`src/include/riscv_macros.svh`:
```
`ifndef RISCV_MACROS_SVH
`define RISCV_MACROS_SVH

// datapath widths
`define XLEN      32
`define REG_IDX_W 5

// byte address into the 4 KB instruction memory
`define PC_W      12

// EBREAK marks the end of a program
`define HALT_INSTR 32'h0010_0073

`endif

```
`src/rtl/riscv_isa_pkg.sv`:
```
`include "riscv_macros.svh"

package riscv_isa_pkg;

	typedef logic [`XLEN-1:0]      word_t;    // data or instruction word
	typedef logic [`REG_IDX_W-1:0] regIdx_t;  // x0..x31

	// major opcodes in instr[6:0]
	typedef enum logic [6:0] {
		OPC_OP     = 7'b0110011,
		OPC_OP_IMM = 7'b0010011,
		OPC_LOAD   = 7'b0000011,
		OPC_STORE  = 7'b0100011,
		OPC_BRANCH = 7'b1100011,
		OPC_JAL    = 7'b1101111,
		OPC_JALR   = 7'b1100111,
		OPC_SYSTEM = 7'b1110011
	} opcode_e;

	typedef enum logic [2:0] {
		ALU_ADD = 3'd0,
		ALU_SUB = 3'd1,  // also the compare for BEQ and BNE
		ALU_AND = 3'd2,
		ALU_OR  = 3'd3,
		ALU_XOR = 3'd4,
		ALU_SLT = 3'd5   // signed
	} aluOp_e;

endpackage

```
`src/rtl/riscv_pipe_pkg.sv`:
```
`include "riscv_macros.svh"

package riscv_pipe_pkg;

	typedef logic [`PC_W-1:0] pcAddr_t;  // byte address

	// where an EX operand comes from
	typedef enum logic [1:0] {
		FWD_REG = 2'd0,  // value read in ID
		FWD_MEM = 2'd1,
		FWD_WB  = 2'd2
	} fwdSel_e;

	typedef enum logic [1:0] {
		WB_ALU  = 2'd0,
		WB_MEM  = 2'd1,
		WB_LINK = 2'd2   // PC+4 of a jump
	} wbSel_e;

	typedef enum logic [1:0] {
		BR_NONE = 2'd0,
		BR_EQ   = 2'd1,
		BR_NE   = 2'd2
	} branch_e;

endpackage

```
`src/rtl/fwd_if.sv`:
```
`timescale 1ns/1ps

interface fwd_if;
	riscv_isa_pkg::regIdx_t exRs1, exRs2;   // sources of the instruction in EX
	riscv_isa_pkg::regIdx_t exRd;
	logic                   exIsLoad;       // EX holds a load that writes exRd
	riscv_isa_pkg::regIdx_t memRd;
	logic                   memRegWrite;
	logic                   memIsLoad;
	riscv_isa_pkg::regIdx_t wbRd;
	logic                   wbRegWrite;
	riscv_isa_pkg::regIdx_t idRs1, idRs2;   // sources of the instruction in ID

	riscv_pipe_pkg::fwdSel_e fwdA, fwdB;
	logic                    stall;

	modport unit (
		input  exRs1, exRs2, exRd, exIsLoad,
		input  memRd, memRegWrite, memIsLoad,
		input  wbRd, wbRegWrite, idRs1, idRs2,
		output fwdA, fwdB, stall
	);

	modport pipe (
		output exRs1, exRs2, exRd, exIsLoad,
		output memRd, memRegWrite, memIsLoad,
		output wbRd, wbRegWrite, idRs1, idRs2,
		input  fwdA, fwdB, stall
	);
endinterface

```
`src/rtl/RISCV_TOP.sv`:
```
`timescale 1ns/1ps
`include "riscv_macros.svh"

module RISCV_TOP (
	input  logic                    CLK,
	input  logic                    RSTn,
	output logic                    I_MEM_CSN,
	input  riscv_isa_pkg::word_t    I_MEM_DI,
	output riscv_pipe_pkg::pcAddr_t I_MEM_ADDR,
	output logic                    D_MEM_CSN,
	input  riscv_isa_pkg::word_t    D_MEM_DI,
	output riscv_isa_pkg::word_t    D_MEM_DOUT,
	output logic [11:0]             D_MEM_ADDR,
	output logic                    D_MEM_WEN,
	output logic                    RF_WE,
	output riscv_isa_pkg::regIdx_t  RF_RA1,
	output riscv_isa_pkg::regIdx_t  RF_RA2,
	output riscv_isa_pkg::regIdx_t  RF_WA1,
	input  riscv_isa_pkg::word_t    RF_RD1,
	input  riscv_isa_pkg::word_t    RF_RD2,
	output riscv_isa_pkg::word_t    RF_WD,
	output logic                    HALT,
	output riscv_isa_pkg::word_t    NUM_INST
);
	riscv_pipe_pkg::pcAddr_t pc, pcPlus4, exTarget, exBranchTarget, exLink;
	logic                    fetchStop, fetchAdv, stall, flush, idHaltGo, exBrTaken, exZero;

	// decoder outputs in ID
	riscv_isa_pkg::regIdx_t  decRs1, decRs2, decRd;
	riscv_isa_pkg::word_t    decImm, idRd1, idRd2;
	riscv_isa_pkg::aluOp_e   decAluOp;
	riscv_pipe_pkg::branch_e decBranch;
	riscv_pipe_pkg::wbSel_e  decWbSel;
	logic decAluSrcImm, decRegWrite, decMemRead, decMemWrite;
	logic decJump, decJumpReg, decHalt;

	// IF/ID
	logic                    ifIdValid;
	riscv_pipe_pkg::pcAddr_t ifIdPc;
	riscv_isa_pkg::word_t    ifIdInstr;

	// ID/EX
	logic                    idExValid, idExRegWrite, idExMemRead, idExMemWrite;
	logic                    idExJump, idExJumpReg, idExAluSrcImm, idExHalt;
	riscv_pipe_pkg::pcAddr_t idExPc;
	riscv_isa_pkg::regIdx_t  idExRs1, idExRs2, idExRd;
	riscv_isa_pkg::word_t    idExImm, idExRd1, idExRd2;
	riscv_isa_pkg::aluOp_e   idExAluOp;
	riscv_pipe_pkg::branch_e idExBranch;
	riscv_pipe_pkg::wbSel_e  idExWbSel;
	riscv_isa_pkg::word_t    exOpA, exOpB, exAluB, exAluResult, memFwdVal;

	// EX/MEM
	logic                    exMemValid, exMemRegWrite, exMemMemRead, exMemMemWrite, exMemHalt;
	riscv_isa_pkg::word_t    exMemAlu, exMemStoreData;
	riscv_pipe_pkg::pcAddr_t exMemLink;
	riscv_isa_pkg::regIdx_t  exMemRd;
	riscv_pipe_pkg::wbSel_e  exMemWbSel;

	// MEM/WB
	logic                    memWbValid, memWbRegWrite, memWbHalt;
	riscv_isa_pkg::word_t    memWbAlu, memWbLoad;
	riscv_pipe_pkg::pcAddr_t memWbLink;
	riscv_isa_pkg::regIdx_t  memWbRd;
	riscv_pipe_pkg::wbSel_e  memWbWbSel;

	fwd_if fwdBus ();

	riscv_forward_unit uFwdUnit (.fwd(fwdBus.unit));

	function automatic riscv_isa_pkg::word_t pickOperand(
		input riscv_pipe_pkg::fwdSel_e sel,
		input riscv_isa_pkg::word_t    regVal,
		input riscv_isa_pkg::word_t    memVal,
		input riscv_isa_pkg::word_t    wbVal
	);
		case (sel)
			riscv_pipe_pkg::FWD_MEM: return memVal;
			riscv_pipe_pkg::FWD_WB:  return wbVal;
			default:                 return regVal;
		endcase
	endfunction

	assign I_MEM_ADDR = pc;
	assign pcPlus4    = pc + riscv_pipe_pkg::pcAddr_t'(4);
	assign fetchAdv   = !I_MEM_CSN && !stall && !idHaltGo;

	// fetch stops for good once EBREAK moves on from ID
	always_ff @(posedge CLK) begin
		if (RSTn) begin
			pc        <= '0;
			fetchStop <= 1'b0;
			I_MEM_CSN <= 1'b1;
		end else begin
			if (flush)
				pc <= exTarget;
			else if (fetchAdv && !HALT)
				pc <= pcPlus4;
			fetchStop <= fetchStop || idHaltGo;
			I_MEM_CSN <= fetchStop || idHaltGo;
		end
	end

	always_ff @(posedge CLK) begin
		if (RSTn || flush)
			ifIdValid <= 1'b0;
		else if (!stall)
			ifIdValid <= fetchAdv;
	end

	always_ff @(posedge CLK) begin
		if (!stall) begin
			ifIdPc    <= pc;
			ifIdInstr <= I_MEM_DI;
		end
	end

	riscv_decoder uDecoder (
		.instr(ifIdInstr),     .rs1(decRs1),         .rs2(decRs2),
		.rd(decRd),            .imm(decImm),         .aluOp(decAluOp),
		.aluSrcImm(decAluSrcImm), .regWrite(decRegWrite), .memRead(decMemRead),
		.memWrite(decMemWrite), .branch(decBranch),  .jump(decJump),
		.jumpReg(decJumpReg),  .wbSel(decWbSel),     .halt(decHalt)
	);

	assign RF_RA1 = decRs1;
	assign RF_RA2 = decRs2;
	// a write in WB is not yet in the register file this cycle
	assign idRd1  = (RF_WE && RF_WA1 == decRs1) ? RF_WD : RF_RD1;
	assign idRd2  = (RF_WE && RF_WA1 == decRs2) ? RF_WD : RF_RD2;

	assign stall    = fwdBus.stall && ifIdValid;
	assign idHaltGo = ifIdValid && decHalt && !flush && !stall;

	always_ff @(posedge CLK) begin
		if (RSTn || flush || stall || !ifIdValid) begin  // bubble
			idExValid    <= 1'b0;
			idExRegWrite <= 1'b0;
			idExMemRead  <= 1'b0;
			idExMemWrite <= 1'b0;
			idExBranch   <= riscv_pipe_pkg::BR_NONE;
			idExJump     <= 1'b0;
			idExHalt     <= 1'b0;
		end else begin
			idExValid    <= 1'b1;
			idExRegWrite <= decRegWrite;
			idExMemRead  <= decMemRead;
			idExMemWrite <= decMemWrite;
			idExBranch   <= decBranch;
			idExJump     <= decJump;
			idExHalt     <= decHalt;
		end
	end

	always_ff @(posedge CLK) begin
		idExPc        <= ifIdPc;
		idExRs1       <= decRs1;
		idExRs2       <= decRs2;
		idExRd        <= decRd;
		idExImm       <= decImm;
		idExRd1       <= idRd1;
		idExRd2       <= idRd2;
		idExAluOp     <= decAluOp;
		idExAluSrcImm <= decAluSrcImm;
		idExJumpReg   <= decJumpReg;
		idExWbSel     <= decWbSel;
	end

	assign fwdBus.exRs1       = idExRs1;
	assign fwdBus.exRs2       = idExRs2;
	assign fwdBus.exRd        = idExRd;
	assign fwdBus.exIsLoad    = idExMemRead && idExRegWrite;
	assign fwdBus.memRd       = exMemRd;
	assign fwdBus.memRegWrite = exMemRegWrite;
	assign fwdBus.memIsLoad   = exMemMemRead;
	assign fwdBus.wbRd        = memWbRd;
	assign fwdBus.wbRegWrite  = memWbRegWrite;
	assign fwdBus.idRs1       = decRs1;
	assign fwdBus.idRs2       = decRs2;

	assign memFwdVal = (exMemWbSel == riscv_pipe_pkg::WB_LINK) ?
		riscv_isa_pkg::word_t'(exMemLink) : exMemAlu;
	assign exOpA  = pickOperand(fwdBus.fwdA, idExRd1, memFwdVal, RF_WD);
	assign exOpB  = pickOperand(fwdBus.fwdB, idExRd2, memFwdVal, RF_WD);
	assign exAluB = idExAluSrcImm ? idExImm : exOpB;

	riscv_alu uAlu (
		.a(exOpA),
		.b(exAluB),
		.op(idExAluOp),
		.result(exAluResult),
		.zero(exZero)
	);

	always_comb begin
		case (idExBranch)
			riscv_pipe_pkg::BR_EQ: exBrTaken = exZero;
			riscv_pipe_pkg::BR_NE: exBrTaken = !exZero;
			default:               exBrTaken = 1'b0;
		endcase
	end

	assign exBranchTarget = idExPc + idExImm[`PC_W-1:0];  // branches and JAL
	assign exTarget = (idExJump && idExJumpReg) ?
		{exAluResult[`PC_W-1:1], 1'b0} : exBranchTarget;
	assign exLink   = idExPc + riscv_pipe_pkg::pcAddr_t'(4);
	assign flush    = idExJump || exBrTaken;

	always_ff @(posedge CLK) begin
		if (RSTn) begin
			exMemValid    <= 1'b0;
			exMemRegWrite <= 1'b0;
			exMemMemRead  <= 1'b0;
			exMemMemWrite <= 1'b0;
			exMemHalt     <= 1'b0;
		end else begin
			exMemValid    <= idExValid;
			exMemRegWrite <= idExRegWrite;
			exMemMemRead  <= idExMemRead;
			exMemMemWrite <= idExMemWrite;
			exMemHalt     <= idExHalt;
		end
	end

	always_ff @(posedge CLK) begin
		exMemAlu       <= exAluResult;
		exMemStoreData <= exOpB;
		exMemLink      <= exLink;
		exMemRd        <= idExRd;
		exMemWbSel     <= idExWbSel;
	end

	assign D_MEM_ADDR = exMemAlu[13:2];  // word address
	assign D_MEM_DOUT = exMemStoreData;
	assign D_MEM_CSN  = !((exMemMemRead || exMemMemWrite) && !HALT);
	assign D_MEM_WEN  = !(exMemMemWrite && !HALT);

	always_ff @(posedge CLK) begin
		if (RSTn) begin
			memWbValid    <= 1'b0;
			memWbRegWrite <= 1'b0;
			memWbHalt     <= 1'b0;
		end else begin
			memWbValid    <= exMemValid;
			memWbRegWrite <= exMemRegWrite;
			memWbHalt     <= exMemHalt;
		end
	end

	always_ff @(posedge CLK) begin
		memWbAlu   <= exMemAlu;
		memWbLoad  <= D_MEM_DI;
		memWbLink  <= exMemLink;
		memWbRd    <= exMemRd;
		memWbWbSel <= exMemWbSel;
	end

	always_comb begin
		case (memWbWbSel)
			riscv_pipe_pkg::WB_MEM:  RF_WD = memWbLoad;
			riscv_pipe_pkg::WB_LINK: RF_WD = riscv_isa_pkg::word_t'(memWbLink);
			default:                 RF_WD = memWbAlu;
		endcase
	end

	assign RF_WA1 = memWbRd;
	assign RF_WE  = memWbRegWrite && !HALT;

	// retire count and sticky halt
	always_ff @(posedge CLK) begin
		if (RSTn) begin
			NUM_INST <= '0;
			HALT     <= 1'b0;
		end else begin
			if (memWbValid && !HALT)
				NUM_INST <= NUM_INST + 1'b1;
			if (memWbValid && memWbHalt)
				HALT <= 1'b1;
		end
	end
endmodule

```
`src/rtl/riscv_alu.sv`:
```
`timescale 1ns/1ps
`include "riscv_macros.svh"

module riscv_alu (
	input  riscv_isa_pkg::word_t  a,
	input  riscv_isa_pkg::word_t  b,
	input  riscv_isa_pkg::aluOp_e op,
	output riscv_isa_pkg::word_t  result,
	output logic                  zero
);
	riscv_isa_pkg::word_t diff;
	logic                 lessThan;

	assign diff = a - b;

	// signed compare from the subtractor, sign bits decide when they differ
	assign lessThan = (a[`XLEN-1] != b[`XLEN-1]) ? a[`XLEN-1] : diff[`XLEN-1];

	always_comb begin
		case (op)
			riscv_isa_pkg::ALU_ADD: result = a + b;
			riscv_isa_pkg::ALU_SUB: result = diff;
			riscv_isa_pkg::ALU_AND: result = a & b;
			riscv_isa_pkg::ALU_OR:  result = a | b;
			riscv_isa_pkg::ALU_XOR: result = a ^ b;
			riscv_isa_pkg::ALU_SLT: result = {{(`XLEN-1){1'b0}}, lessThan};
			default:                result = a + b;
		endcase
	end

	assign zero = (result == '0);  // BEQ/BNE use this with SUB
endmodule

```
`src/rtl/riscv_decoder.sv`:
```
`timescale 1ns/1ps
`include "riscv_macros.svh"

module riscv_decoder (
	input  riscv_isa_pkg::word_t    instr,
	output riscv_isa_pkg::regIdx_t  rs1,
	output riscv_isa_pkg::regIdx_t  rs2,
	output riscv_isa_pkg::regIdx_t  rd,
	output riscv_isa_pkg::word_t    imm,
	output riscv_isa_pkg::aluOp_e   aluOp,
	output logic                    aluSrcImm,
	output logic                    regWrite,
	output logic                    memRead,
	output logic                    memWrite,
	output riscv_pipe_pkg::branch_e branch,
	output logic                    jump,
	output logic                    jumpReg,
	output riscv_pipe_pkg::wbSel_e  wbSel,
	output logic                    halt
);
	riscv_isa_pkg::opcode_e opcode;
	riscv_isa_pkg::aluOp_e  funcOp;
	riscv_isa_pkg::word_t   immI, immS, immB, immJ;
	logic [2:0]             funct3;
	logic [6:0]             funct7;
	logic                   isRegOp;
	logic                   funcOk;
	logic                   writesRd;

	assign opcode  = riscv_isa_pkg::opcode_e'(instr[6:0]);
	assign funct3  = instr[14:12];
	assign funct7  = instr[31:25];
	assign isRegOp = (opcode == riscv_isa_pkg::OPC_OP);
	assign rs1     = instr[19:15];
	assign rs2     = instr[24:20];
	assign rd      = instr[11:7];

	assign immI = {{(`XLEN-12){instr[31]}}, instr[31:20]};
	assign immS = {{(`XLEN-12){instr[31]}}, instr[31:25], instr[11:7]};
	assign immB = {{(`XLEN-13){instr[31]}}, instr[31], instr[7], instr[30:25], instr[11:8], 1'b0};
	assign immJ = {{(`XLEN-21){instr[31]}}, instr[31], instr[19:12], instr[20], instr[30:21], 1'b0};

	// x0 is never written, later stages rely on this
	assign regWrite = writesRd && (rd != '0);

	// funct3 to ALU op, shared by OP and OP_IMM
	always_comb begin
		funcOk = 1'b1;
		funcOp = riscv_isa_pkg::ALU_ADD;
		case (funct3)
			3'b000: if (isRegOp && funct7 == 7'b0100000) funcOp = riscv_isa_pkg::ALU_SUB;
			3'b010: funcOp = riscv_isa_pkg::ALU_SLT;
			3'b100: funcOp = riscv_isa_pkg::ALU_XOR;
			3'b110: funcOp = riscv_isa_pkg::ALU_OR;
			3'b111: funcOp = riscv_isa_pkg::ALU_AND;
			default: funcOk = 1'b0;  // shifts, SLTU
		endcase
		if (isRegOp && funct7 != 7'b0 && !(funct7 == 7'b0100000 && funct3 == 3'b000))
			funcOk = 1'b0;
	end

	always_comb begin
		imm       = '0;
		aluOp     = riscv_isa_pkg::ALU_ADD;
		aluSrcImm = 1'b0;
		writesRd  = 1'b0;
		memRead   = 1'b0;
		memWrite  = 1'b0;
		branch    = riscv_pipe_pkg::BR_NONE;
		jump      = 1'b0;
		jumpReg   = 1'b0;
		wbSel     = riscv_pipe_pkg::WB_ALU;
		halt      = 1'b0;
		case (opcode)
			riscv_isa_pkg::OPC_OP: begin
				writesRd = funcOk;
				aluOp    = funcOp;
			end
			riscv_isa_pkg::OPC_OP_IMM: begin
				writesRd  = funcOk;
				aluOp     = funcOp;
				aluSrcImm = 1'b1;
				imm       = immI;
			end
			riscv_isa_pkg::OPC_LOAD: if (funct3 == 3'b010) begin  // LW only
				writesRd  = 1'b1;
				memRead   = 1'b1;
				aluSrcImm = 1'b1;
				imm       = immI;
				wbSel     = riscv_pipe_pkg::WB_MEM;
			end
			riscv_isa_pkg::OPC_STORE: if (funct3 == 3'b010) begin  // SW only
				memWrite  = 1'b1;
				aluSrcImm = 1'b1;
				imm       = immS;
			end
			riscv_isa_pkg::OPC_BRANCH: begin
				aluOp = riscv_isa_pkg::ALU_SUB;
				imm   = immB;
				if (funct3 == 3'b000)
					branch = riscv_pipe_pkg::BR_EQ;
				else if (funct3 == 3'b001)
					branch = riscv_pipe_pkg::BR_NE;
			end
			riscv_isa_pkg::OPC_JAL: begin
				writesRd = 1'b1;
				jump     = 1'b1;
				imm      = immJ;
				wbSel    = riscv_pipe_pkg::WB_LINK;
			end
			riscv_isa_pkg::OPC_JALR: if (funct3 == 3'b000) begin
				writesRd  = 1'b1;
				jump      = 1'b1;
				jumpReg   = 1'b1;
				aluSrcImm = 1'b1;  // target is rs1 + imm through the ALU
				imm       = immI;
				wbSel     = riscv_pipe_pkg::WB_LINK;
			end
			riscv_isa_pkg::OPC_SYSTEM: halt = (instr == `HALT_INSTR);
			default: ;  // bubble
		endcase
	end
endmodule

```
`src/rtl/riscv_forward_unit.sv`:
```
`timescale 1ns/1ps

module riscv_forward_unit (
	fwd_if.unit fwd
);
	logic memHitA, memHitB;
	logic wbHitA, wbHitB;
	logic loadHitA, loadHitB;

	// newest producer wins, MEM before WB
	function automatic riscv_pipe_pkg::fwdSel_e pickSource(
		input logic memHit,
		input logic wbHit
	);
		if (memHit)
			return riscv_pipe_pkg::FWD_MEM;
		else if (wbHit)
			return riscv_pipe_pkg::FWD_WB;
		return riscv_pipe_pkg::FWD_REG;
	endfunction

	// a load in MEM has no data yet, the stall keeps consumers away from it
	assign memHitA = fwd.memRegWrite && !fwd.memIsLoad && (fwd.memRd == fwd.exRs1);
	assign memHitB = fwd.memRegWrite && !fwd.memIsLoad && (fwd.memRd == fwd.exRs2);
	assign wbHitA  = fwd.wbRegWrite && (fwd.wbRd == fwd.exRs1);
	assign wbHitB  = fwd.wbRegWrite && (fwd.wbRd == fwd.exRs2);

	assign fwd.fwdA = pickSource(memHitA, wbHitA);
	assign fwd.fwdB = pickSource(memHitB, wbHitB);

	// load-use: the consumer waits one cycle in ID
	assign loadHitA  = fwd.exRd == fwd.idRs1;
	assign loadHitB  = fwd.exRd == fwd.idRs2;
	assign fwd.stall = fwd.exIsLoad && (loadHitA || loadHitB);
endmodule

```
`config.mk`:
```
export PLATFORM = sky130hd
export DESIGN_NAME = RISCV_TOP
export DESIGN_NICKNAME = d
export VERILOG_FILES = /design/src/rtl/riscv_isa_pkg.sv /design/src/rtl/riscv_pipe_pkg.sv /design/src/rtl/fwd_if.sv /design/src/rtl/RISCV_TOP.sv /design/src/rtl/riscv_alu.sv /design/src/rtl/riscv_decoder.sv /design/src/rtl/riscv_forward_unit.sv
export VERILOG_INCLUDE_DIRS = /design/src /design/src/include
export SDC_FILE = /design/constraint.sdc
export NUM_CORES = 1
export LEC_CHECK = 0
export ABC_AREA = 1
export BUFFER_PORTS_ARGS = -buffer_cell sky130_fd_sc_hd__buf_2
export CELL_PAD_IN_SITES_DETAIL_PLACEMENT = 1
export CELL_PAD_IN_SITES_GLOBAL_PLACEMENT = 1
export CORE_ASPECT_RATIO = 0.9
export CORE_UTILIZATION = 40
export DETAILED_ROUTE_END_ITERATION = 7
export PLACE_DENSITY = 0.83
export SYNTH_ARGS = -nofsm -noshare
export SYNTH_HDL_FRONTEND = slang
export SYNTH_SLANG_ARGS = --single-unit
```
`constraint.sdc`:
```
create_clock -name CLK -period 6.7 [get_ports CLK]
set_input_delay 0 -clock CLK [delete_from_list [all_inputs] [get_ports CLK]]
set_output_delay 0 -clock CLK [all_outputs]
set_load 0.02 [all_outputs]
```
[Word level (Yosys, flattened, before mapping)]
Cells that the tools add are included.
Storage, ports and cells
  bits of input ports: 130
  output and inout port bits: 140
  register bits after elaboration: 404
  word-level logic and storage cells: 196
Operators by class
  add/sub/neg operators: 6
  reductions and logical operators: 57
  equal/unequal tests: 38
  bitwise gates (word level): 6
  muxes and demuxes: 44
Operators by type and width (number)
  2-to-1 mux 32 bit: 7
  case mux 32 bit (2 select lines): 3
  case mux 32 bit (6 select lines): 1
  case mux 32 bit (5 select lines): 1
  == test 5 bit: 8
  2-to-1 mux 12 bit: 3
  adder 32 x 1 -> 32 bit, second input constant: 1
  adder 32 bit: 1
  AND 32 bit: 1
  == test 32 x 21 -> 1 bit, second input constant: 1
  zero test 32 bit: 1
  bitwise OR 32 bit: 1
  subtractor 32 bit: 1
  bitwise XOR 32 bit: 1
  == test 7 bit, second input constant: 4
  logical AND 1 bit: 27
  adder 12 x 3 -> 12 bit, second input constant: 2
  == test 7 x 6 -> 1 bit, second input constant: 3
  2-to-1 mux 2 bit: 8
  == test 3 bit, second input constant: 5
  case mux 3 bit (5 select lines): 1
  2-to-1 mux 1 bit: 14
  adder 12 bit: 1
  zero test 1 bit: 11
  other kinds (21): 44

[Depth between registers and ports, before layout]
Gate-level depths: netlist of run 1.
  depth after elaboration: 23
  mapped depth: 46
  mapped depth without buffers: 42

[Modules after synthesis]
A second synthesis of run 1 with hierarchy kept.
Unflattened totals
  cell total of the unflattened synthesis: 3483
  area, all modules: 23227.3 um^2
By module, submodules not included
  RISCV_TOP: seq. area each 8528.2 um^2, area an instance 14908.0 um^2, cells an instance 1788, times used 1
  riscv_alu: seq. area each 0.0 um^2, area an instance 6605.1 um^2, cells an instance 1339, times used 1
  riscv_decoder: seq. area each 0.0 um^2, area an instance 1223.7 um^2, cells an instance 246, times used 1
  riscv_forward_unit: seq. area each 0.0 um^2, area an instance 490.5 um^2, cells an instance 110, times used 1

[Least setup slack after synthesis of run 1]
OpenSTA, ideal clock, no wires.
  path kind: register to register
  from: register memWbWbSel[0]
  to: register pc[5], in the netlist I_MEM_ADDR[5]
  clock period less this slack: 5.201 ns
  stages on the path, launching flop included: 43
  setup slack: 1.499 ns
  data required time: 6.587 ns
  data arrival time: 5.088 ns
  path buffers: 4
  setup time: 0.113 ns
  cell sequence: dfxtp_1 inv_1 ha_1 clkbuf_1 inv_1 nand2_1 inv_1 clkbuf_1 a221oi_1 inv_1 nand2_1 nand3_1 nand2_1 o21ai_0 inv_1 ha_1 buf_2 nand2_1 [7 not listed] nand2_1 nand2_1 a21oi_1 fa_1 nor2_1 a211oi_1 nand2_1 nor2_1 nand2_1 nor2_4 nand3_2 nand2_2 inv_2 nor2_4 o31ai_4 buf_6 nor2_1 nor2_1
On the way
  elaborated cells on any way between the ends: 27
  those cells by class: add/sub: 2; eq/ne: 3; mux: 9; bitwise: 3; reduce/logical: 10
RTL lines
  from (decl): line RISCV_TOP.sv:65  | riscv_pipe_pkg::wbSel_e memWbWbSel;
  from (signal assigned): line RISCV_TOP.sv:255  | memWbWbSel <= exMemWbSel;
  == test 2 bit or == test 2 x 1 -> 1 bit (tied branches): line RISCV_TOP.sv:259  | case (memWbWbSel)
  case mux 32 bit (2 select lines) *: line RISCV_TOP.sv:259
  named net RF_WD[3]: line RISCV_TOP.sv:21  | output riscv_isa_pkg::word_t RF_WD,
  case mux 32 bit (2 select lines) *: line RISCV_TOP.sv:77  | case (sel)
  named net exOpB[3]: line RISCV_TOP.sv:51  | riscv_isa_pkg::word_t exOpA, exOpB, exAluB, exAluResult, memFwdVal;
  2-to-1 mux 32 bit *: line RISCV_TOP.sv:185  | assign exAluB = idExAluSrcImm ? idExImm : exOpB;
  adder 32 bit or subtractor 32 bit (tied branches): line riscv_alu.sv:21, riscv_alu.sv:27, riscv_alu.sv:14
  case mux 32 bit (5 select lines) *: line riscv_alu.sv:20  | case (op)
  named net exAluResult[31]: line RISCV_TOP.sv:51
  [2 not listed]
  case mux 1 bit (2 select lines) *: line RISCV_TOP.sv:196  | case (idExBranch)
  logical OR 1 bit *: line RISCV_TOP.sv:207  | assign flush = idExJump || exBrTaken;
  zero test 1 bit: line RISCV_TOP.sv:133  | assign idHaltGo = ifIdValid && decHalt && !flush && !stall;
  logical AND 1 bit (2 in a row): line RISCV_TOP.sv:133
  zero test 1 bit: line RISCV_TOP.sv:86  | assign fetchAdv = !I_MEM_CSN && !stall && !idHaltGo;
  logical AND 1 bit: line RISCV_TOP.sv:86
  logical AND 1 bit: line RISCV_TOP.sv:97  | else if (fetchAdv && !HALT)
  nonzero test 2 bit (no line)
  to (signal assigned): line RISCV_TOP.sv:96  | pc <= exTarget;
  to (signal assigned): line RISCV_TOP.sv:98  | pc <= pcPlus4;
  to (decl): line RISCV_TOP.sv:25  | riscv_pipe_pkg::pcAddr_t pc, pcPlus4, exTarget, exBranchTarget, exLink;
The timed path passes the listed nets; every way through them passes the cells marked *.
A chain may end at the register's enable or synchronous reset.

[Worst setup path in the final report of run 1]
  from: register memWbWbSel[0]
  to: register pc[3], in the netlist I_MEM_ADDR[3]
On the way
  elaborated cells on any way between the ends: 27
  those cells by class: add/sub: 2; eq/ne: 3; mux: 9; bitwise: 3; reduce/logical: 10
RTL lines (line)
  == test 2 bit or == test 2 x 1 -> 1 bit (tied branches): RISCV_TOP.sv:259
  case mux 32 bit (2 select lines) *: RISCV_TOP.sv:259
  case mux 32 bit (2 select lines) *: RISCV_TOP.sv:77
  named net exOpB[22]: RISCV_TOP.sv:51
  2-to-1 mux 32 bit *: RISCV_TOP.sv:185
  adder 32 bit or subtractor 32 bit (tied branches): riscv_alu.sv:21, riscv_alu.sv:27, riscv_alu.sv:14
  case mux 32 bit (5 select lines) *: riscv_alu.sv:20
  named net exAluResult[31]: RISCV_TOP.sv:51
  [2 not listed]
  case mux 1 bit (2 select lines) *: RISCV_TOP.sv:196
  logical OR 1 bit *: RISCV_TOP.sv:207
  zero test 1 bit: RISCV_TOP.sv:133
  logical AND 1 bit (2 in a row): RISCV_TOP.sv:133
  zero test 1 bit: RISCV_TOP.sv:86
  logical AND 1 bit: RISCV_TOP.sv:86
  logical AND 1 bit: RISCV_TOP.sv:97
  nonzero test 2 bit (no line)
Marked as above.

==> results.json, run 1 <==
{
  "grt_overflow": 0,
  "antenna_found_initial": 6,
  "start_util": 0.408,
  "post-place-ws_ps": -58.6,
  "grt_pass1_vias": 23900,
  "area_growth_pct": 24.4,
  "dieArea_um2": 54200,
  "fin_crit_sh": 0.992,
  "port_buffers": 269,
  "fmaxAchievable_mhz": 150,
  "synthXorXnorAreaFrac": 0.0210,
  "switchingPower_mw": 2.10,
  "drt_iter0_drc": 2116,
  "synth_flop_cell": "dfxtp_1",
  "dp_hpwl_um": 72000,
  "powerDensity_nw_per_um2": 242,
  "critPathKind": "reg2reg",
  "yosysSeqAreaShare": 0.390,
  "vdd_drop_max_mv": 0.250,
  "max_cap_violations": 0,
  "nNetsFinal": 3700,
  "grt_pass1_wl_um": 147000,
  "cts.sinks": 393,
  "root_buffer": "clkbuf_16",
  "cts_buffers": 41,
  "ys_ff_latch": 393,
  "hold_path_class": "in2reg",
  "power_frac_comb": 0.210,
  "cp_data_arrival_time_ps": 7120,
  "wire_per_inst_um": 24.7,
  "htree_levels": 2,
  "switching_share": 0.327,
  "synth_top_family_by_area": "simple AND/OR/NAND/NOR gates",
  "hold_viol": 0,
  "viasPerCell": 5.58,
  "ff2ff_path_depth": 38,
  "drive_gt1_frac": 0.140,
  "seqPwrFrac": 0.419,
  "hold_depth": 2,
  "finalCriticalPeriod_ps": 6650,
  "synth-simple-area-share": 0.278,
  "cts_tree": "yes",
  "status": "finished, final reports clean",
  "worst_slew_pin_slew_ps": 1010,
  "fin_skew_ps": 28.4,
  "async_flop_share": 0,
  "slowest_stage": "o21ai_0",
  "vias": 23300,
  "p_leak_nw": 13.4,
  "core_um2": 52200,
  "grt_util_all_layers": 0.356,
  "die_w_um": 245,
  "synth_compound_area_frac": 0.117,
  "internal_power_mw": 4.32,
  "maxSlewHeadroom": 0.328,
  "synth-edff-count": 44,
  "worstPathMaxFanout": 21,
  "clockBufferDepth": 3,
  "ys_warn_count": 0,
  "rows": 79,
  "syn-num-nets": 3309,
  "fillCellCount": 6667,
  "finalWirelength_um": 103000,
  "synth.cell_area_um2": 21300,
  "grt_use_met1": 0.453,
  "synth-adder-area-share": 0.0689,
  "avgSynthCellArea_um2": 6.96,
  "final_common_cell": "nand2_1",
  "netlist_instances": 3064,
  "pin_count": 270,
  "ys_types": 53,
  "clock_power_share": 0.371,
  "gp_congestion": 0.970,
  "met2_usage": 0.595,
  "final_cell_mix": "806 x nand2_1, 533 x inv_1, 349 x dfxtp_1, 269 x buf_2, 234 x nor2_1",
  "grt.busiest_layer": "met2",
  "path_clk_slew_ps": 70,
  "max_stage_delay_ps": 540,
  "die_h_um": 221,
  "grt_use_met3": 0.0565,
  "clk_latency_ps": 560,
  "end_kind": "flip-flop",
  "muxShareOfSynthArea": 0,
  "drc": 0,
  "setup_viol": 0,
  "fin_ws_ps": 51.3,
  "whs_ps": 72.6,
  "drtPass1Iterations": 6,
  "cp-start-kind": "flip-flop",
  "path_common_cell": "nand2_1",
  "slew_violations": 0,
  "cp_data_required_time_ps": 7170,
  "antenna_left": 0,
  "grt_max_degree": 65
}
timing repair:
action                                  CTS  global route
gates cloned                              0             1
gates resized for setup                   5            55
endpoints found under the setup margin   14            23
pin swaps                                 0             3
buffers inserted                          0            20
endpoints found under the hold margin   130             0
hold buffers                            129             0
cell usage after synthesis, types with 3 or more instances:
cell / n / area (um^2)
a22oi_1: 20 / 150
clkinv_1: 5 / 18.8
ha_1: 111 / 1390
o21a_1: 5 / 37.5
dfxtp_1: 349 / 6990
nor2_2: 8 / 50.1
xor2_1: 34 / 298
fa_1: 4 / 80.1
nor3_2: 4 / 40.0
a221oi_1: 48 / 420
a21oi_1: 119 / 596
and2_1: 7 / 43.8
buf_2: 31 / 155
nor2_1: 239 / 897
edfxtp_1: 44 / 1320
or2_2: 7 / 43.8
nand4_1: 35 / 219
o21bai_1: 5 / 37.5
nor4_1: 20 / 125
o22ai_1: 37 / 231
o21ai_0: 159 / 796
inv_1: 538 / 2020
a211oi_1: 8 / 60.1
nor3b_1: 7 / 52.6
o21ai_1: 3 / 15.0
inv_2: 10 / 37.5
nor3_1: 45 / 225
buf_4: 26 / 195
clkbuf_1: 59 / 221
nand3_1: 225 / 1130
xnor2_1: 17 / 149
nand2_1: 806 / 3030
o211ai_1: 4 / 30.0
critical path, delay by kind of cell (launching register included):
kind / cells / cell delay [ps]
DFF: 1 / 360
adders and majority gates: 3 / 1100
buffers and inverters: 8 / 1050
AOI/OAI and AO/OA: 4 / 1190
and+or+nand+nor: 23 / 2850
cell type report:
type                    count  area (um^2)  share of cell area
diodes                      5         12.5            0.000472
clock buffers              62         1240              0.0467
clock inverters            13          130             0.00491
inverters                 553         2090              0.0787
multi-input cells        2000        10700               0.402
flip-flops and latches    393         8310               0.313
well taps                 688          861              0.0325
repair buffers            466         3220               0.121
power groups by stage:
stage                     Sequential, mW  Combinational, mW  Clock, mW
after floorplan                     2.68              0.712          0
after global placement              2.71               1.15          0
after detailed placement            2.71               1.17          0
after CTS                           2.66               1.24       2.34
after global routing                2.70               1.43       2.47
final                               2.69               1.35       2.38
metal layers:
layer	vias up	part of all wire	routed length, um
met5	-	0.00022	23
met4	4	0.049	5110
met3	314	0.075	7760
met2	1114	0.47	48200
met1	11400	0.41	42200
li1	10500	-	-
kinds of logic (layout without fill, tap and decap cells):
kind of cell             count (synthesis)  in the layout
adder cells (fa/ha/maj)                115            115
other                                    0              5
flip-flops                             393            393
AO/OA/AOI/OAI                          421            422
XOR/XNOR                                51             51
buffers and inverters                  672           1094
AND/OR/NAND/NOR                       1412           1412
path summary, 6_finish.rpt:
kind,from,end,slack (ps)
worst max register to register,memWbWbSel[0],I_MEM_ADDR[3],50
worst min register to register,idExWbSel[1],exMemWbSel[1],330
worst min-delay path,D_MEM_DI[14],memWbLoad[14],70
worst max-delay path,memWbWbSel[0],I_MEM_ADDR[3],50
flip-flops by register name (all words and copies together), names as in the netlist, 12 cells and up:
register / count
idExRd2: 32
NUM_INST: 32
memWbLoad: 32
idExImm: 21
D_MEM_DOUT: 32
memWbAlu: 32
ifIdPc: 12
exMemLink: 12
idExRd1: 32
memWbLink: 12
exMemAlu: 32
I_MEM_ADDR: 12
ifIdInstr: 32
idExPc: 12
per-stage QoR:
stage               area (um^2)  total power [mW]   util  cells  setup TNS, ps
global route              26500              6.60  0.508   4179          -1970
detailed placement        23400              3.88  0.447   3950           -342
floorplan                 21300              3.39      -   3064              0
finish                    26500              6.42  0.508   4180              0
CTS                       26000              6.25  0.499   4154              0
global placement          23400              3.85  0.447   3950              0
Note: power is estimated with default switching activity, not from simulation.
==> run 2, diff against run 1 <==
REMOVE_ABC_BUFFERS = 1   (was default)
==> results.json, run 2 (synthesis gave the netlist of run 1 again) <==
{
  "timing.rr.end": "I_MEM_ADDR[11]",
  "clockBufferDepth": 3,
  "fin_crit_sh": 0.943,
  "finalCriticalPeriod_ps": 6320,
  "critPathKind": "reg2reg",
  "pin_count": 270,
  "gp_congestion": 1.01,
  "die_h_um": 221,
  "ff2ff_path_depth": 35,
  "path_clk_slew_ps": 70,
  "die_w_um": 245,
  "post-place-ws_ps": 158,
  "final_cell_mix": "804 x nand2_1, 531 x inv_1, 345 x dfxtp_1, 269 x buf_2, 235 x nor2_1",
  "cp_data_arrival_time_ps": 6830,
  "cts_buffers": 44,
  "grt_max_degree": 65,
  "crit_family": "simple AND/OR/NAND/NOR gates",
  "cts.sinks": 393,
  "area_growth_pct": 25.2,
  "rrSetupSlack_ps": 380,
  "rows": 79,
  "hold_viol": 0,
  "rr_startpoint": "memWbWbSel[0]",
  "grt_util_all_layers": 0.351,
  "path_common_cell": "nand2_1",
  "cp-start-kind": "flip-flop",
  "max_stage_delay_ps": 480,
  "start_util": 0.408,
  "cts_tree": "yes",
  "dieArea_um2": 54200,
  "nNetsFinal": 3709,
  "tns_ps": 0,
  "vdd_drop_max_mv": 0.292,
  "grt_pass1_wl_um": 145000,
  "slowest_stage": "fa_1",
  "antenna_left": 0,
  "design_area_um2": 26700,
  "clk_latency_ps": 620,
  "final_common_cell": "nand2_1",
  "powerDensity_nw_per_um2": 245,
  "total_power_mw": 6.55,
  "hold_start": "D_MEM_DI[4]",
  "htree_levels": 2,
  "setup_viol": 0,
  "path_buf_inv": 8,
  "wire_per_inst_um": 23.6,
  "drt_iter0_drc": 1530,
  "drc": 0,
  "worst_slew_pin_slew_ps": 999,
  "fin_ws_ps": 380,
  "whs_ps": 19.0,
  "hold_path_class": "in2reg",
  "port_buffers": 269,
  "fmaxAchievable_mhz": 158,
  "max_cap_violations": 0,
  "p_leak_nw": 13.5,
  "vias": 22700,
  "antenna_found_initial": 3,
  "postPlaceCellArea_um2": 23500,
  "fillCellCount": 6657,
  "slew_violations": 0,
  "root_buffer": "clkbuf_16",
  "status": "finished, final reports clean",
  "worstPathMaxFanout": 21,
  "core_um2": 52200,
  "fin_skew_ps": 58.0,
  "hold_depth": 2,
  "dp_hpwl_um": 71500,
  "end_kind": "flip-flop",
  "hold_end": "memWbLoad[4]",
  "cp_data_required_time_ps": 7210,
  "finalWirelength_um": 98900,
  "viasPerCell": 5.42,
  "drive_gt1_frac": 0.142,
  "maxSlewHeadroom": 0.334,
  "grt_pass1_vias": 24000,
  "grt_overflow": 0,
  "drtPass1Iterations": 5
}
==> run 2: worst reg2reg max path: cells and delay by family, from the launching register on <==
family                     cells  cell delay [ps]
and+or+nand+nor               21             2700
buffers and inverters          8             1550
adders and majority gates      3             1090
AOI/OAI and AO/OA              3              550
DFF                            1              330
==> run 2: final cells by class <==
class                           count  area, um^2  share of cell area
Multi-Input combinational cell   1999       10600               0.397
Sequential cell                   393        8310               0.311
Timing Repair Buffer              473        3300               0.124
Inverter                          553        2090              0.0783
Clock buffer                       57        1300              0.0486
Tap cell                          688         861              0.0323
Clock inverter                     21         236             0.00886
Antenna cell                        1        2.50           0.0000938
==> run 2: how the worst max path moves through the flow <==
stage               startpoint  slack [ps]  cells past startpoint             end
6_report         memWbWbSel[0]         380                     35  I_MEM_ADDR[11]
5_1_grt              RF_WA1[2]         -70                     40  I_MEM_ADDR[11]
4_1_cts              RF_WA1[2]         130                     39   I_MEM_ADDR[6]
3_5_place_dp         RF_WA1[2]         160                     39   I_MEM_ADDR[6]
3_3_place_gp         RF_WA1[2]         440                     40   I_MEM_ADDR[3]
2_1_floorplan  fwdBus.exRs1[4]         460                     34   idExBranch[0]
==> run 2: routing by layer <==
metal / part of all wire / wire length, um / vias to the layer above / GRT usage
met5: 0.000091 / 9 / - / 0
met1: 0.40 / 40000 / 11100 / 0.417
met2: 0.50 / 49200 / 805 / 0.627
met4: 0.050 / 4900 / 2 / 0.169
li1: - / - / 10500 / -
met3: 0.048 / 4780 / 254 / 0.0355
==> run 2: report_power, final <==
part,total (mW),switching (mW),leakage [nW],internal [mW]
logic,1.28,0.860,9.39,0.416
clock network,2.60,1.14,0.746,1.47
registers,2.67,0.124,3.39,2.54
total,6.55,2.12,13.5,4.43
==> run 2: timing repair <==
item | in CTS | in global routing
resized for setup | 0 | 48
setup endpoints to repair | 0 | 23
hold endpoints to repair | 153 | 0
setup buffers | 0 | 13
hold buffers | 129 | 0
==> run 2: stage by stage <==
step                 util  cells
floorplan               -   2945
global placement    0.450   3962
detailed placement  0.450   3962
CTS                 0.504   4169
global route        0.511   4184
finish              0.511   4185
==> run 3, diff against run 2 <==
clock period = 8 ns   (was 6.7 ns; I/O delays follow)
==> results.json, run 3 (synthesis gave the netlist of run 1 again) <==
{
  "die_h_um": 221,
  "postPlaceCellArea_um2": 23200,
  "powerDensity_nw_per_um2": 210,
  "cts.sinks": 393,
  "hold_viol": 0,
  "power_frac_comb": 0.185,
  "cp_data_required_time_ps": 8520,
  "gp_congestion": 1.04,
  "grt_setup_unrepaired": "no",
  "clockBufferDepth": 3,
  "drt_iter0_drc": 1477,
  "cts-resized-gates": 0,
  "p_leak_nw": 13.3,
  "finalWirelength_um": 93400,
  "start_util": 0.408,
  "status": "finished, final reports clean",
  "fmaxAchievable_mhz": 139,
  "post-place-ws_ps": 1030,
  "antenna_found_initial": 1,
  "cts_tree": "yes",
  "path_clk_slew_ps": 70,
  "maxSlewHeadroom": 0.302,
  "vias": 22200,
  "end_kind": "flip-flop",
  "fillCellCount": 6688,
  "fin_ws_ps": 787,
  "switchingPower_mw": 1.71,
  "grt_overflow": 0,
  "ff2ff_path_depth": 35,
  "cp-start-kind": "flip-flop",
  "viasPerCell": 5.38,
  "htree_levels": 2,
  "post_cts_buffers": 0,
  "drive_gt1_frac": 0.120,
  "grt_pass1_vias": 23800,
  "clock_power_share": 0.408,
  "hold_path_class": "in2reg",
  "seqPwrFrac": 0.407,
  "pin_count": 270,
  "fin_skew_ps": 41.1,
  "grt_util_all_layers": 0.341,
  "dp_hpwl_um": 68800,
  "final_cells": 4137,
  "setup_viol": 0,
  "design_area_um2": 26100,
  "grt_max_degree": 65,
  "critPathKind": "reg2reg",
  "path_common_cell": "nand2_1",
  "cp_data_arrival_time_ps": 7740,
  "core_um2": 52200,
  "fin_util": 0.499,
  "tns_ps": 0,
  "drc": 0,
  "wire_per_inst_um": 22.6,
  "hold_buffers": 129,
  "fin_crit_sh": 0.902,
  "drtPass1Iterations": 5,
  "root_buffer": "clkbuf_16",
  "dieArea_um2": 54200,
  "final_cell_mix": "805 x nand2_1, 537 x inv_1, 349 x dfxtp_1, 269 x buf_2, 237 x nor2_1",
  "clk_latency_ps": 600,
  "antenna_left": 0,
  "slowest_stage": "clkinv_1",
  "area_growth_pct": 22.3,
  "internal_power_mw": 3.78,
  "worst_slew_pin_slew_ps": 1050,
  "final_common_cell": "nand2_1",
  "hold_depth": 2,
  "nNetsFinal": 3660,
  "cts_buffers": 42,
  "max_stage_delay_ps": 750,
  "max_cap_violations": 0,
  "port_buffers": 269,
  "diodes": 0,
  "grt_pass1_wl_um": 141000,
  "slew_violations": 0,
  "place_inst": 3930,
  "worstPathMaxFanout": 21,
  "vdd_drop_max_mv": 0.217,
  "die_w_um": 245,
  "rows": 79,
  "finalCriticalPeriod_ps": 7210,
  "switching_share": 0.311
}
## run 3: cell types whose count changed in the layout (fill, tap and decap cells not counted), moves of 4 or more
cell and delta:
a221oi_1 +15, a221oi_2 -11, a221oi_4 -4, buf_12 -5, buf_4 -39, bufinv_16 +5
clkbuf_16 -6, clkinvlp_4 -4, dfxtp_1 +4, dfxtp_2 -4, ha_1 +5, inv_1 +6
## run 3: metrics by stage
stage | hold WS, ps | power, mW
4_1_cts | 16.7 | 5.47
2_1_floorplan | 27.7 | 2.81
5_1_grt | 33.4 | 5.68
3_5_place_dp | 104 | 3.20
3_3_place_gp | 102 | 3.17
6_report | 39.8 | 5.48
## run 3: critical path: cells and delay by family (launching register included)
kind | cells | cell delay, ps
AND/OR/NAND/NOR | 24 | 3360
buffers and inverters | 5 | 1610
flip-flops | 1 | 380
AO/OA/AOI/OAI | 3 | 450
XOR/XNOR | 1 | 240
adder cells (fa/ha/maj) | 2 | 1100
## run 3: power by group through the flow
stage	registers, mW	logic, mW	clock network, mW
2_1_floorplan	2.26	0.545	0
3_3_place_gp	2.26	0.913	0
3_5_place_dp	2.27	0.933	0
4_1_cts	2.23	0.992	2.25
5_1_grt	2.24	1.10	2.34
6_report	2.23	1.01	2.24
## run 3: path summary, 6_finish.rpt
| path | start | end | slack [ps] |
|---|---|---|---|
| setup / recovery | exMemRd[3] | I_MEM_ADDR[3] | 790 |
| setup reg to reg | exMemRd[3] | I_MEM_ADDR[3] | 790 |
| hold / removal | D_MEM_DI[5] | memWbLoad[5] | 40 |
| hold reg to reg | ifIdPc[2] | idExPc[2] | 340 |
## run 3: cell type report
| class | count | area, um^2 | area share |
|---|---|---|---|
| Multi-Input combinational cell | 1999 | 10400 | 0.398 |
| Sequential cell | 393 | 8310 | 0.319 |
| Timing Repair Buffer | 426 | 2850 | 0.109 |
| Inverter | 553 | 2080 | 0.0796 |
| Clock buffer | 54 | 1220 | 0.0468 |
| Tap cell | 688 | 861 | 0.0330 |
| Clock inverter | 24 | 367 | 0.0141 |
## run 3: per-layer routing
layer | track usage | wire, um | vias up
li1 | - | - | 10400
met1 | 0.410 | 38000 | 10800
met2 | 0.596 | 45800 | 755
met3 | 0.0416 | 4820 | 245
met4 | 0.168 | 4750 | 0
met5 | 0 | 0 | -
